## src/common/vrob_macros.svh

```systemverilog
/*
 * Sizing macros for the vector reorder buffer
 * Entry count, register width in bits and bytes, element index width
 */

`ifndef VROB_MACROS_SVH
`define VROB_MACROS_SVH

// Number of reorder buffer entries
`define VROB_ENTRIES 16

// One vector register
`define VREG_BITS    128
`define VREG_BYTES   16

// Element index within a group of up to 8 registers at SEW8
`define VIDX_BITS    7

`endif

```

## src/common/vrob_pkg.sv

```systemverilog
/*
 * Shared types for the vector reorder buffer
 * SEW and LMUL encodings, vector typedefs,
 * writeback, placed write and commit structs
 */

package vrob_pkg;

  `include "vrob_macros.svh"

  typedef enum logic [1:0] {
    SEW8  = 2'b00,
    SEW16 = 2'b01,
    SEW32 = 2'b10
  } sew_e;

  // Fractional settings follow the vlmul encoding
  typedef enum logic [2:0] {
    LMUL1      = 3'b000,
    LMUL2      = 3'b001,
    LMUL4      = 3'b010,
    LMUL8      = 3'b011,
    LMULEIGHTH = 3'b101,
    LMULFOURTH = 3'b110,
    LMULHALF   = 3'b111
  } lmul_e;

  typedef logic [$clog2(`VROB_ENTRIES)-1:0] rob_idx_t;
  typedef logic [4:0]                       vreg_t;
  typedef logic [`VIDX_BITS-1:0]            elem_idx_t;
  typedef logic [7:0]                       vlen_t;
  typedef logic [`VREG_BITS-1:0]            vdata_t;
  typedef logic [`VREG_BYTES-1:0]           byte_en_t;

  // Two-element result from one pipeline, one element per 32-bit lane
  typedef struct packed {
    logic        ready;
    rob_idx_t    index;
    vreg_t       vd;
    elem_idx_t   woffset;
    vlen_t       vl;
    sew_e        sew;
    logic [63:0] wdata;
    logic [1:0]  wen;
  } wb_t;

  typedef struct packed {
    logic     write;
    rob_idx_t entry;
    vreg_t    vd;
    vdata_t   data;
    byte_en_t lanes;
    byte_en_t byte_ena;
    logic     complete;
  } placed_t;

  typedef struct packed {
    logic     vreg_wen;
    vreg_t    vd;
    byte_en_t byte_ena;
    vdata_t   wdata;
  } commit_t;

endpackage

```

## src/rob/wb_packer.sv

```systemverilog
/*
 * Writeback packer
 * Places a two-element pipeline result into its entry, register
 * and byte lanes, and flags when the entry becomes complete
 */

`timescale 1ns/1ps

`include "vrob_macros.svh"

module wb_packer (
  input  vrob_pkg::wb_t     wb,
  output vrob_pkg::placed_t placed
);
  import vrob_pkg::*;

  localparam int PAD_BITS  = `VREG_BITS - 64;
  localparam int PAD_BYTES = `VREG_BYTES - 8;

  logic [2:0]  reg_off;
  logic [3:0]  byte_off;
  logic [63:0] pair_data;
  logic [7:0]  pair_lanes;
  logic [7:0]  pair_en;
  logic        reg_filled;
  logic        vl_end;
  vlen_t       woff_ext;

  //==================================================
  // Element geometry per SEW
  //==================================================
  // epr is 4, 8 or 16, so the divide and modulo are bit slices
  always_comb begin
    case (wb.sew)
      SEW32: begin
        reg_off    = wb.woffset[4:2];
        byte_off   = {wb.woffset[1:0], 2'b00};
        reg_filled = (wb.woffset[1:0] == 2'd2);
        pair_data  = wb.wdata;
        pair_lanes = 8'hff;
        pair_en    = {{4{wb.wen[1]}}, {4{wb.wen[0]}}};
      end
      SEW16: begin
        reg_off    = wb.woffset[5:3];
        byte_off   = {wb.woffset[2:0], 1'b0};
        reg_filled = (wb.woffset[2:0] == 3'd6);
        pair_data  = {32'd0, wb.wdata[47:32], wb.wdata[15:0]};
        pair_lanes = 8'h0f;
        pair_en    = {4'd0, {2{wb.wen[1]}}, {2{wb.wen[0]}}};
      end
      default: begin
        // SEW8
        reg_off    = wb.woffset[6:4];
        byte_off   = wb.woffset[3:0];
        reg_filled = (wb.woffset[3:0] == 4'd14);
        pair_data  = {48'd0, wb.wdata[39:32], wb.wdata[7:0]};
        pair_lanes = 8'h03;
        pair_en    = {6'd0, wb.wen};
      end
    endcase
  end

  // Last one or two elements of the vector
  assign woff_ext = vlen_t'(wb.woffset);
  assign vl_end   = (woff_ext == wb.vl - 8'd1) || (woff_ext == wb.vl - 8'd2);

  //==================================================
  // Placed write
  //==================================================
  assign placed.write    = wb.ready;
  // Entry index wraps around the buffer
  assign placed.entry    = wb.index + rob_idx_t'(reg_off);
  assign placed.vd       = wb.vd + vreg_t'(reg_off);
  assign placed.data     = {{PAD_BITS{1'b0}}, pair_data} << {byte_off, 3'b000};
  assign placed.lanes    = {{PAD_BYTES{1'b0}}, pair_lanes} << byte_off;
  assign placed.byte_ena = {{PAD_BYTES{1'b0}}, pair_en} << byte_off;
  assign placed.complete = reg_filled | vl_end;

endmodule

```

## config.mk

```make
export PLATFORM = sky130hd
export DESIGN_NAME = wb_packer
export DESIGN_NICKNAME = d
export VERILOG_FILES = /design/src/common/vrob_pkg.sv /design/src/rob/wb_packer.sv
export VERILOG_INCLUDE_DIRS = /design/src /design/src/common
export SDC_FILE = /design/constraint.sdc
export NUM_CORES = 1
export LEC_CHECK = 0
export BUFFER_PORTS_ARGS = -buffer_cell sky130_fd_sc_hd__buf_2
export CAP_MARGIN = 10
export CORE_AREA = 2 2 103 105
export DETAILED_ROUTE_END_ITERATION = 10
export DIE_AREA = 0 0 105 107
export MAX_ROUTING_LAYER = met4
export PLACE_DENSITY = 0.8
export SLEW_MARGIN = 20
export SYNTH_ARGS = -nofsm -noshare
export SYNTH_HDL_FRONTEND = slang
export SYNTH_SLANG_ARGS = --single-unit
```

## constraint.sdc

```tcl
create_clock -name vclk -period 5.5
set_input_delay 1.1 -clock vclk [all_inputs]
set_output_delay 1.1 -clock vclk [all_outputs]
set_load 0.02 [all_outputs]
```

==> results.cfg, run 1 <==
[drt]
wl_per_cell_um = 19.68
drc = 0
wl_um = 20500
num_vias = 6545
dr.pass1.iters = 6
ant_nets = 0
drtIter0Drc = 736
detail_route.vias_per_cell = 6.281

[yosys]
synthesis.nets = 809
synth_cells = 703
yosysUniqueCellTypes = 63
yosys_warnings = 0
syn-cell-area_mm2 = 0.004383
ys_seq_area_frac = 0
avgSynthCellArea_um2 = 6.235

[pwr]
power_mw = 0.8477
clockPowerShare = 0
p_int_mw = 0.2832
power_frac_seq = 0
powerDensity_mw_per_mm2 = 150.5
p_leak_nw = 2.779
peakVddDrop_mv = 0.06164
p_sw_frac = 0.6660
p_comb_frac = 1.000
power_switching_mw = 0.5646

[floorplanning]
num_io_pins = 264
die_w_um = 105
dieHeight_um = 107
core_area_mm2 = 0.01009
dieArea_mm2 = 0.01124
initial_core_util = 0.4343
rows = 37

[setup_path]
critPathMaxFanout = 35
cp.arrival_ps = 3710
criticalPathCategory = in -> out
cp.required_ps = 4400
crit_path_end_kind = output port
cp-start-kind = input pin

[grt]
grt_usage = 0.3451
grt_max_degree = 36
grt_pass1_vias = 5838
grt_pass1_wl_um = 31190
grt-ovfl-total = 0
antenna_found_initial = 1

[sta]
setup_tns_ps = 0
fin_crit_sh = 0.8754
clock.fmax_ghz = 0.2077
slew_headroom = 0.4232
worst_pin_slew_ps = 863.1
min_period_ps = 4814
rsz0062_at_grt = false
slew_viol_final = 0
setup_viol = 0
final-hold-violation-count = 0

[final_layout]
drive_gt1_frac = 0.3459
syn2layout_area_growth_pct = 28.52
nets = 1013
ff_latch_area_um2 = 0
fillers = 1095
stdcell_count = 1042
nFlopsAndLatches = 0
final_common_cell = buf_2
clkbuf_count = 0
layout_common_cells = 262 x buf_2, 83 x nor2_1, 63 x a21oi_1, 60 x o21ai_0, 49 x nand2_1

[place]
hpwlAfterDp_um = 15530
place_inst = 1041
numPortBuffers = 262
place.gp.congestion = 1.015

[flow_run]
max_cap_viol_count = 0

[outcome]
outcome = finished, final reports clean

[clock_tree]
cts_resized = 0
ctsHoldBuffers = 0
post_cts.repair.setup_buffers = 0

[min_path]
min_path_type = in -> out
Yosys cell counts, types with 13 or more instances:
cell	count	area, um2
nor2_1	83	311.6
a21oi_1	63	315.3
o21ai_0	61	305.3
nand2_1	49	183.9
buf_2	44	220.2
nand3_1	28	140.1
a22oi_1	27	202.7
clkbuf_1	24	90.09
nor3_1	24	120.1
a22o_1	23	201.4
nor2b_1	18	112.6
mux2i_1	17	170.2
o2bb2ai_1	17	148.9
o22ai_1	16	100.1
xnor2_1	14	122.6
and2_1	13	81.33
logic make-up after synthesis:
group           count (synthesis)  share of synthesized area
compound gates                300                     0.4596
xor+xnor                       20                    0.03997
fa+ha+maj                      13                    0.04054
buf+inv                        89                     0.1016
mux                            29                    0.07222
simple gates                  252                     0.2860
stage by stage:
step	utilization	setup WS, ps	instance area [um2]	hold slack (ps)
6_report	0.5581	685.5	5633	2200
3_5_place_dp	0.5579	785.9	5630	2200
5_1_grt	0.5581	553.7	5633	2200
2_1_floorplan	-	886.2	4383	2313
3_3_place_gp	0.5579	834.7	5630	2200
4_1_cts	0.5579	784.7	5630	2200
area by class of cell:
cell class / instances / area (um2) / share of cell area
multi-input cells: 614 / 3965 / 0.7039
repair buffers: 282 / 1461 / 0.2594
well taps: 136 / 170.2 / 0.03021
inverters: 9 / 33.78 / 0.005997
diodes: 1 / 2.502 / 0.0004442
path summary, 6_finish.rpt:
path | end | start | cells after the start | slack, ps
min | placed[170] | wb[92] | 0 | 2200
max | placed[132] | wb[67] | 10 | 690
critical path: stages:
cell and delay, ps:
buf_2 120, inv_1 50, ha_1 190, buf_4 250, a22oi_1 380, o21a_2 210
nand2_2 260, nor3_4 720, a22o_1 260, buf_2 160
metal layers:
layer / global-route usage / vias up / share of wire
li1: - / 3016 / -
met1: 0.4430 / 2943 / 0.38
met2: 0.5677 / 514 / 0.47
met3: 0.04438 / 72 / 0.11
met4: 0.1038 / 0 / 0.032
met5: - / - / 0
power groups by stage:
stage	combinational (mW)	sequential (mW)	clock [mW]
3_5_place_dp	0.831	0	0
2_1_floorplan	0.572	0	0
4_1_cts	0.833	0	0
3_3_place_gp	0.823	0	0
5_1_grt	0.902	0	0.0000000243
6_report	0.848	0	0.0000000244
Power figures use the tool's default switching activity.
==> run 2: changes to the inputs <==
ABC_AREA = 1   (was unset)
CORE_AREA = 2 2 102 104   (was 2 2 103 105)
DIE_AREA = 0 0 104 106   (was 0 0 105 107)
==> run 2 against run 1 <==
  * Sequential cell count stayed put
  * First-iteration DRC count up 20%
  * Final cell count up 23%
  * Via count is 7.9% higher
  * Non-clock buffer count fell by 6
  * Synthesized cell count grew 31%
  * Critical path depth unchanged
  * Critical endpoint is now placed[10]
==> results.cfg, run 2 <==
[yosys]
synth_top_area_cell = nand2_1
yosys.area_share.xor_xnor = 0.01233
synth_compound_area_frac = 0.1650
avgSynthCellArea_um2 = 4.644
post-synth-top-count-cell = nand2_1
yosysUniqueCellTypes = 35
ys_seq_area_frac = 0
muxShareOfSynthArea = 0
synthesis.nets = 1024
synth_cells = 918
synthTopCellsByArea = nand2_1 32%, nand3_1 14%, nor2_1 9.6%, inv_1 6.3%, o21ai_0 5.3%
synth_top_cell_area_share = 0.3214
synthAdderAreaFrac = 0.04168
yosys_warnings = 0
netlist_top_cells_count = 365 x nand2_1, 119 x nand3_1, 109 x nor2_1
synth_top_family_by_area = simple AND/OR/NAND/NOR gates
syn-cell-area_mm2 = 0.004263
yosys.area_share.simple = 0.6381

[floorplanning]
dieArea_mm2 = 0.01102
core_area_mm2 = 0.01000
initial_core_util = 0.4263
die_w_um = 104
num_io_pins = 264
dieHeight_um = 106
rows = 37

[pwr]
p_sw_frac = 0.7107
clockPowerShare = 0
power_frac_seq = 0
p_leak_nw = 3.495
p_int_mw = 0.2706
powerDensity_mw_per_mm2 = 168.4
power_switching_mw = 0.6648
peakVddDrop_mv = 0.1140
p_comb_frac = 1.000

[sta]
rsz0062_at_grt = false
final-hold-violation-count = 0
slew_viol_final = 0
slew_headroom = 0.4928
clock.fmax_ghz = 0.1967
fin_crit_sh = 0.9244
min_period_ps = 5084
setup_viol = 0
setup_tns_ps = 0
worst_pin_slew_ps = 760.8
hold_slack_ps = 2200
setup_ws_ps = 415.7

[grt]
antenna_found_initial = 2
grt-ovfl-total = 0
grt_pass1_vias = 6160
grt_pass1_wl_um = 31640
grt_max_degree = 72
grt_usage = 0.3547

[clock_tree]
ctsHoldBuffers = 0
cts_resized = 0
post_cts.repair.setup_buffers = 0

[setup_path]
crit_path_end_kind = output port
critPathMaxFanout = 19
cp.required_ps = 4400
criticalPathCategory = in -> out
cp.arrival_ps = 3980
cp-start-kind = input pin

[final_layout]
clkbuf_count = 0
nets = 1248
final_common_cell = nand2_1
multi_input_area_mm2 = 0.003661
drive_gt1_frac = 0.2640
layout_common_cells = 364 x nand2_1, 262 x buf_2, 119 x nand3_1, 109 x nor2_1, 72 x inv_1
fillers = 1149
post-route-util = 0.5554
nFlopsAndLatches = 0
ff_latch_area_um2 = 0
stdcell_count = 1278
syn2layout_area_growth_pct = 30.29

[place]
place.gp.congestion = 1.047
numPortBuffers = 262
hpwlAfterDp_um = 15410
dpl_worst_slack_ps = 495.9
place_inst = 1276

[drt]
highest_layer = met4
wl_per_cell_um = 15.82
num_vias = 7061
met3_length_um = 2066
wirelength_met1_um = 8120
wl_um = 20220
drc = 0
drtIter0Drc = 884
dr.pass1.iters = 6
ant_nets = 0
detail_route.vias_per_cell = 5.525
wl_met2_um = 9244

[flow_run]
max_cap_viol_count = 0

[min_path]
min_path_type = in -> out

[outcome]
outcome = finished, final reports clean
run 2: cell types whose count changed in the layout (fill, tap and decap cells not counted), sizes merged, moves of 17 or more:
cell and delta:
nand3 +91, o2bb2ai -17, nor2b -18, nand2 +319
nand4 +20, nor3 -24, a21oi -31, inv +70
a22o -23, mux2i -18, nor2 +30, a22oi -27
run 2: per-stage QoR:
stage / total power [mW] / cell area, um2
floorplan: 0.6255 / 4263
global placement: 0.9172 / 5549
detailed placement: 0.9192 / 5549
CTS: 0.9215 / 5549
global route: 1.012 / 5554
finish: 0.9354 / 5554
run 2: power by group through the flow:
stage	Clock [mW]	Sequential (mW)	Combinational, mW
6_report	0.0000000487	0	0.935
5_1_grt	0.0000000486	0	1.01
4_1_cts	0	0	0.921
3_5_place_dp	0	0	0.919
3_3_place_gp	0	0	0.917
2_1_floorplan	0	0	0.625
run 2: per-layer routing:
metal	GRT usage	vias to the layer above
li1	-	3418
met1	0.4560	3080
met2	0.5846	485
met3	0.03127	78
met4	0.1264	0
met5	-	-
run 2: worst paths after layout:
kind	start	end	slack [ps]	cells past startpoint
setup / recovery	wb[66]	placed[10]	420	10
hold / removal	wb[92]	placed[170]	2200	0
run 2: worst max-delay path, cell delays in order:
cell	delay [ps]
buf_2	90
inv_1	50
ha_1	740
inv_4	210
o211ai_2	130
nand2_2	300
nor2_4	480
nand2_2	310
o21ai_0	320
buf_2	220
run 2: cell type report:
cell class / count / area share
timing repair buffer: 276 / 0.2550
antenna: 2 / 0.0009011
inverter: 79 / 0.05429
multi-input combinational: 785 / 0.6592
tap: 136 / 0.03064
run 2: logic make-up after synthesis:
logic type / count (synthesis)
adder cells (fa/ha/maj): 13
AO/OA/AOI/OAI: 123
AND/OR/NAND/NOR: 643
buffers and inverters: 133
XOR/XNOR: 6
==> run 3: changes to the inputs <==
CELL_PAD_IN_SITES_DETAIL_PLACEMENT = 2   (was unset)
CELL_PAD_IN_SITES_GLOBAL_PLACEMENT = 2   (was unset)
CORE_AREA = unset   (was 2 2 102 104)
CORE_ASPECT_RATIO = 2   (was unset)
CORE_UTILIZATION = 20   (was unset)
DIE_AREA = unset   (was 0 0 104 106)
PLACE_DENSITY = unset   (was 0.8)
PLACE_DENSITY_LB_ADDON = 0.1   (was unset)
==> run 3 against run 2 <==
  * Sequential cell count stayed put
  * Die area is 99% higher
  * Final area is 4.3% higher
  * Total power is 7.2% higher
  * Setup slack better by 300 ps
  * Combinational power is 7% higher
  * Global-route usage is 8.9 points lower
  * Largest power group unchanged
  * Highest routed layer unchanged
==> results.cfg, run 3 (synthesis results as in run 2) <==
[outcome]
outcome = finished, final reports clean

[setup_path]
cp.required_ps = 4400
critPathMaxStageDelay_ps = 550
critPathMaxFanout = 19
cp_cell_sequence = buf_2 -> inv_1 -> ha_1 -> inv_4 -> nand2_1 -> o221ai_1 -> ha_1 -> fa_1 -> nand2_1 -> nand2_1 -> nand2_1 -> xnor2_1 -> buf_2
crit_path_end_kind = output port
cp-start-kind = input pin
crit_path_top_delay_cell = ha_1
criticalPathCategory = in -> out
cp_common_cell = nand2_1
cp_top_family = adder cells
timing.critical_path.buf_inv = 4
cp.arrival_ps = 3680

[flow_run]
max_cap_viol_count = 0

[drt]
ant_nets = 0
wl_met2_um = 16800
dr.pass1.iters = 4
wl_per_cell_um = 20.52
wirelength_met1_um = 10380
highest_layer = met4
detail_route.vias_per_cell = 5.023
wl_um = 29070
num_vias = 7117
drtIter0Drc = 188
drc = 0
met3_length_um = 883

[min_path]
min_path_type = in -> out

[pwr]
p_leak_nw = 3.535
powerDensity_mw_per_mm2 = 173.2
peakVddDrop_mv = 0.05452

[sta]
setup_ws_ps = 718.8
worst_pin_slew_ps = 593.7
setup_tns_ps = 0
min_period_ps = 4781
slew_headroom = 0.6027
fin_crit_sh = 0.8693
final-hold-violation-count = 0
hold_slack_ps = 2200
clock.fmax_ghz = 0.2092
setup_viol = 0
rsz0062_at_grt = false
slew_viol_final = 0

[final_layout]
syn2layout_area_growth_pct = 35.84
stdcell_count = 1417
layout_common_cells = 364 x nand2_1, 262 x buf_2, 119 x nand3_1, 109 x nor2_1, 72 x inv_1
nFlopsAndLatches = 0
clkbuf_count = 0
drive_gt1_frac = 0.2679
nets = 1254
ff_latch_area_um2 = 0
fin_area_mm2 = 0.005791
final_common_cell = nand2_1

[place]
place.gp.congestion = 0.8583
dpl_worst_slack_ps = 676.1
numPortBuffers = 262
placed_area_mm2 = 0.005786
hpwlAfterDp_um = 23850
place_inst = 1415

[floorplanning]
initial_core_util = 0.2037
core_area_mm2 = 0.02093
dieHeight_um = 208.5
num_io_pins = 264
die_w_um = 105.2
dieArea_mm2 = 0.02194
rows = 75

[grt]
grt_pass1_wl_um = 43530
grt_max_degree = 52
grt_pass1_vias = 7668
grt_usage = 0.2654
antenna_found_initial = 2
grt-ovfl-total = 0

[clock_tree]
post_cts.repair.setup_buffers = 0
ctsHoldBuffers = 0
cts_resized = 0
[run 3: worst paths after layout]
kind | start | to | slack, ps | cells past startpoint
setup / recovery | wb[66] | placed[165] | 720 | 13
hold / removal | wb[92] | placed[170] | 2200 | 0
[run 3: area by class of cell]
cell class | instances | area, um2
fillers | 2892 | 15140
inverters | 79 | 301.5
well taps | 269 | 336.6
diodes | 2 | 5.005
multi-input cells | 785 | 3661
repair buffers | 282 | 1486
[run 3: through the flow]
stage | utilization | power [mW]
final | 0.2767 | 1.003
after global routing | 0.2767 | 1.088
after CTS | 0.2765 | 1.016
after detailed placement | 0.2765 | 1.013
after global placement | 0.2765 | 1.004
after floorplan | - | 0.6255
[run 3: report_power, final]
part / total (mW) / switching, mW / internal (mW)
clock network: 0.0000000488 / 0 / 0.0000000488
logic: 1.00 / 0.721 / 0.281
registers: 0 / 0 / 0
[run 3: metal layers]
metal  track usage  vias up
met3       0.01598       40
met5             -        -
met2        0.5470      193
met4       0.07868        0
met1        0.2538     3463
li1              -     3421
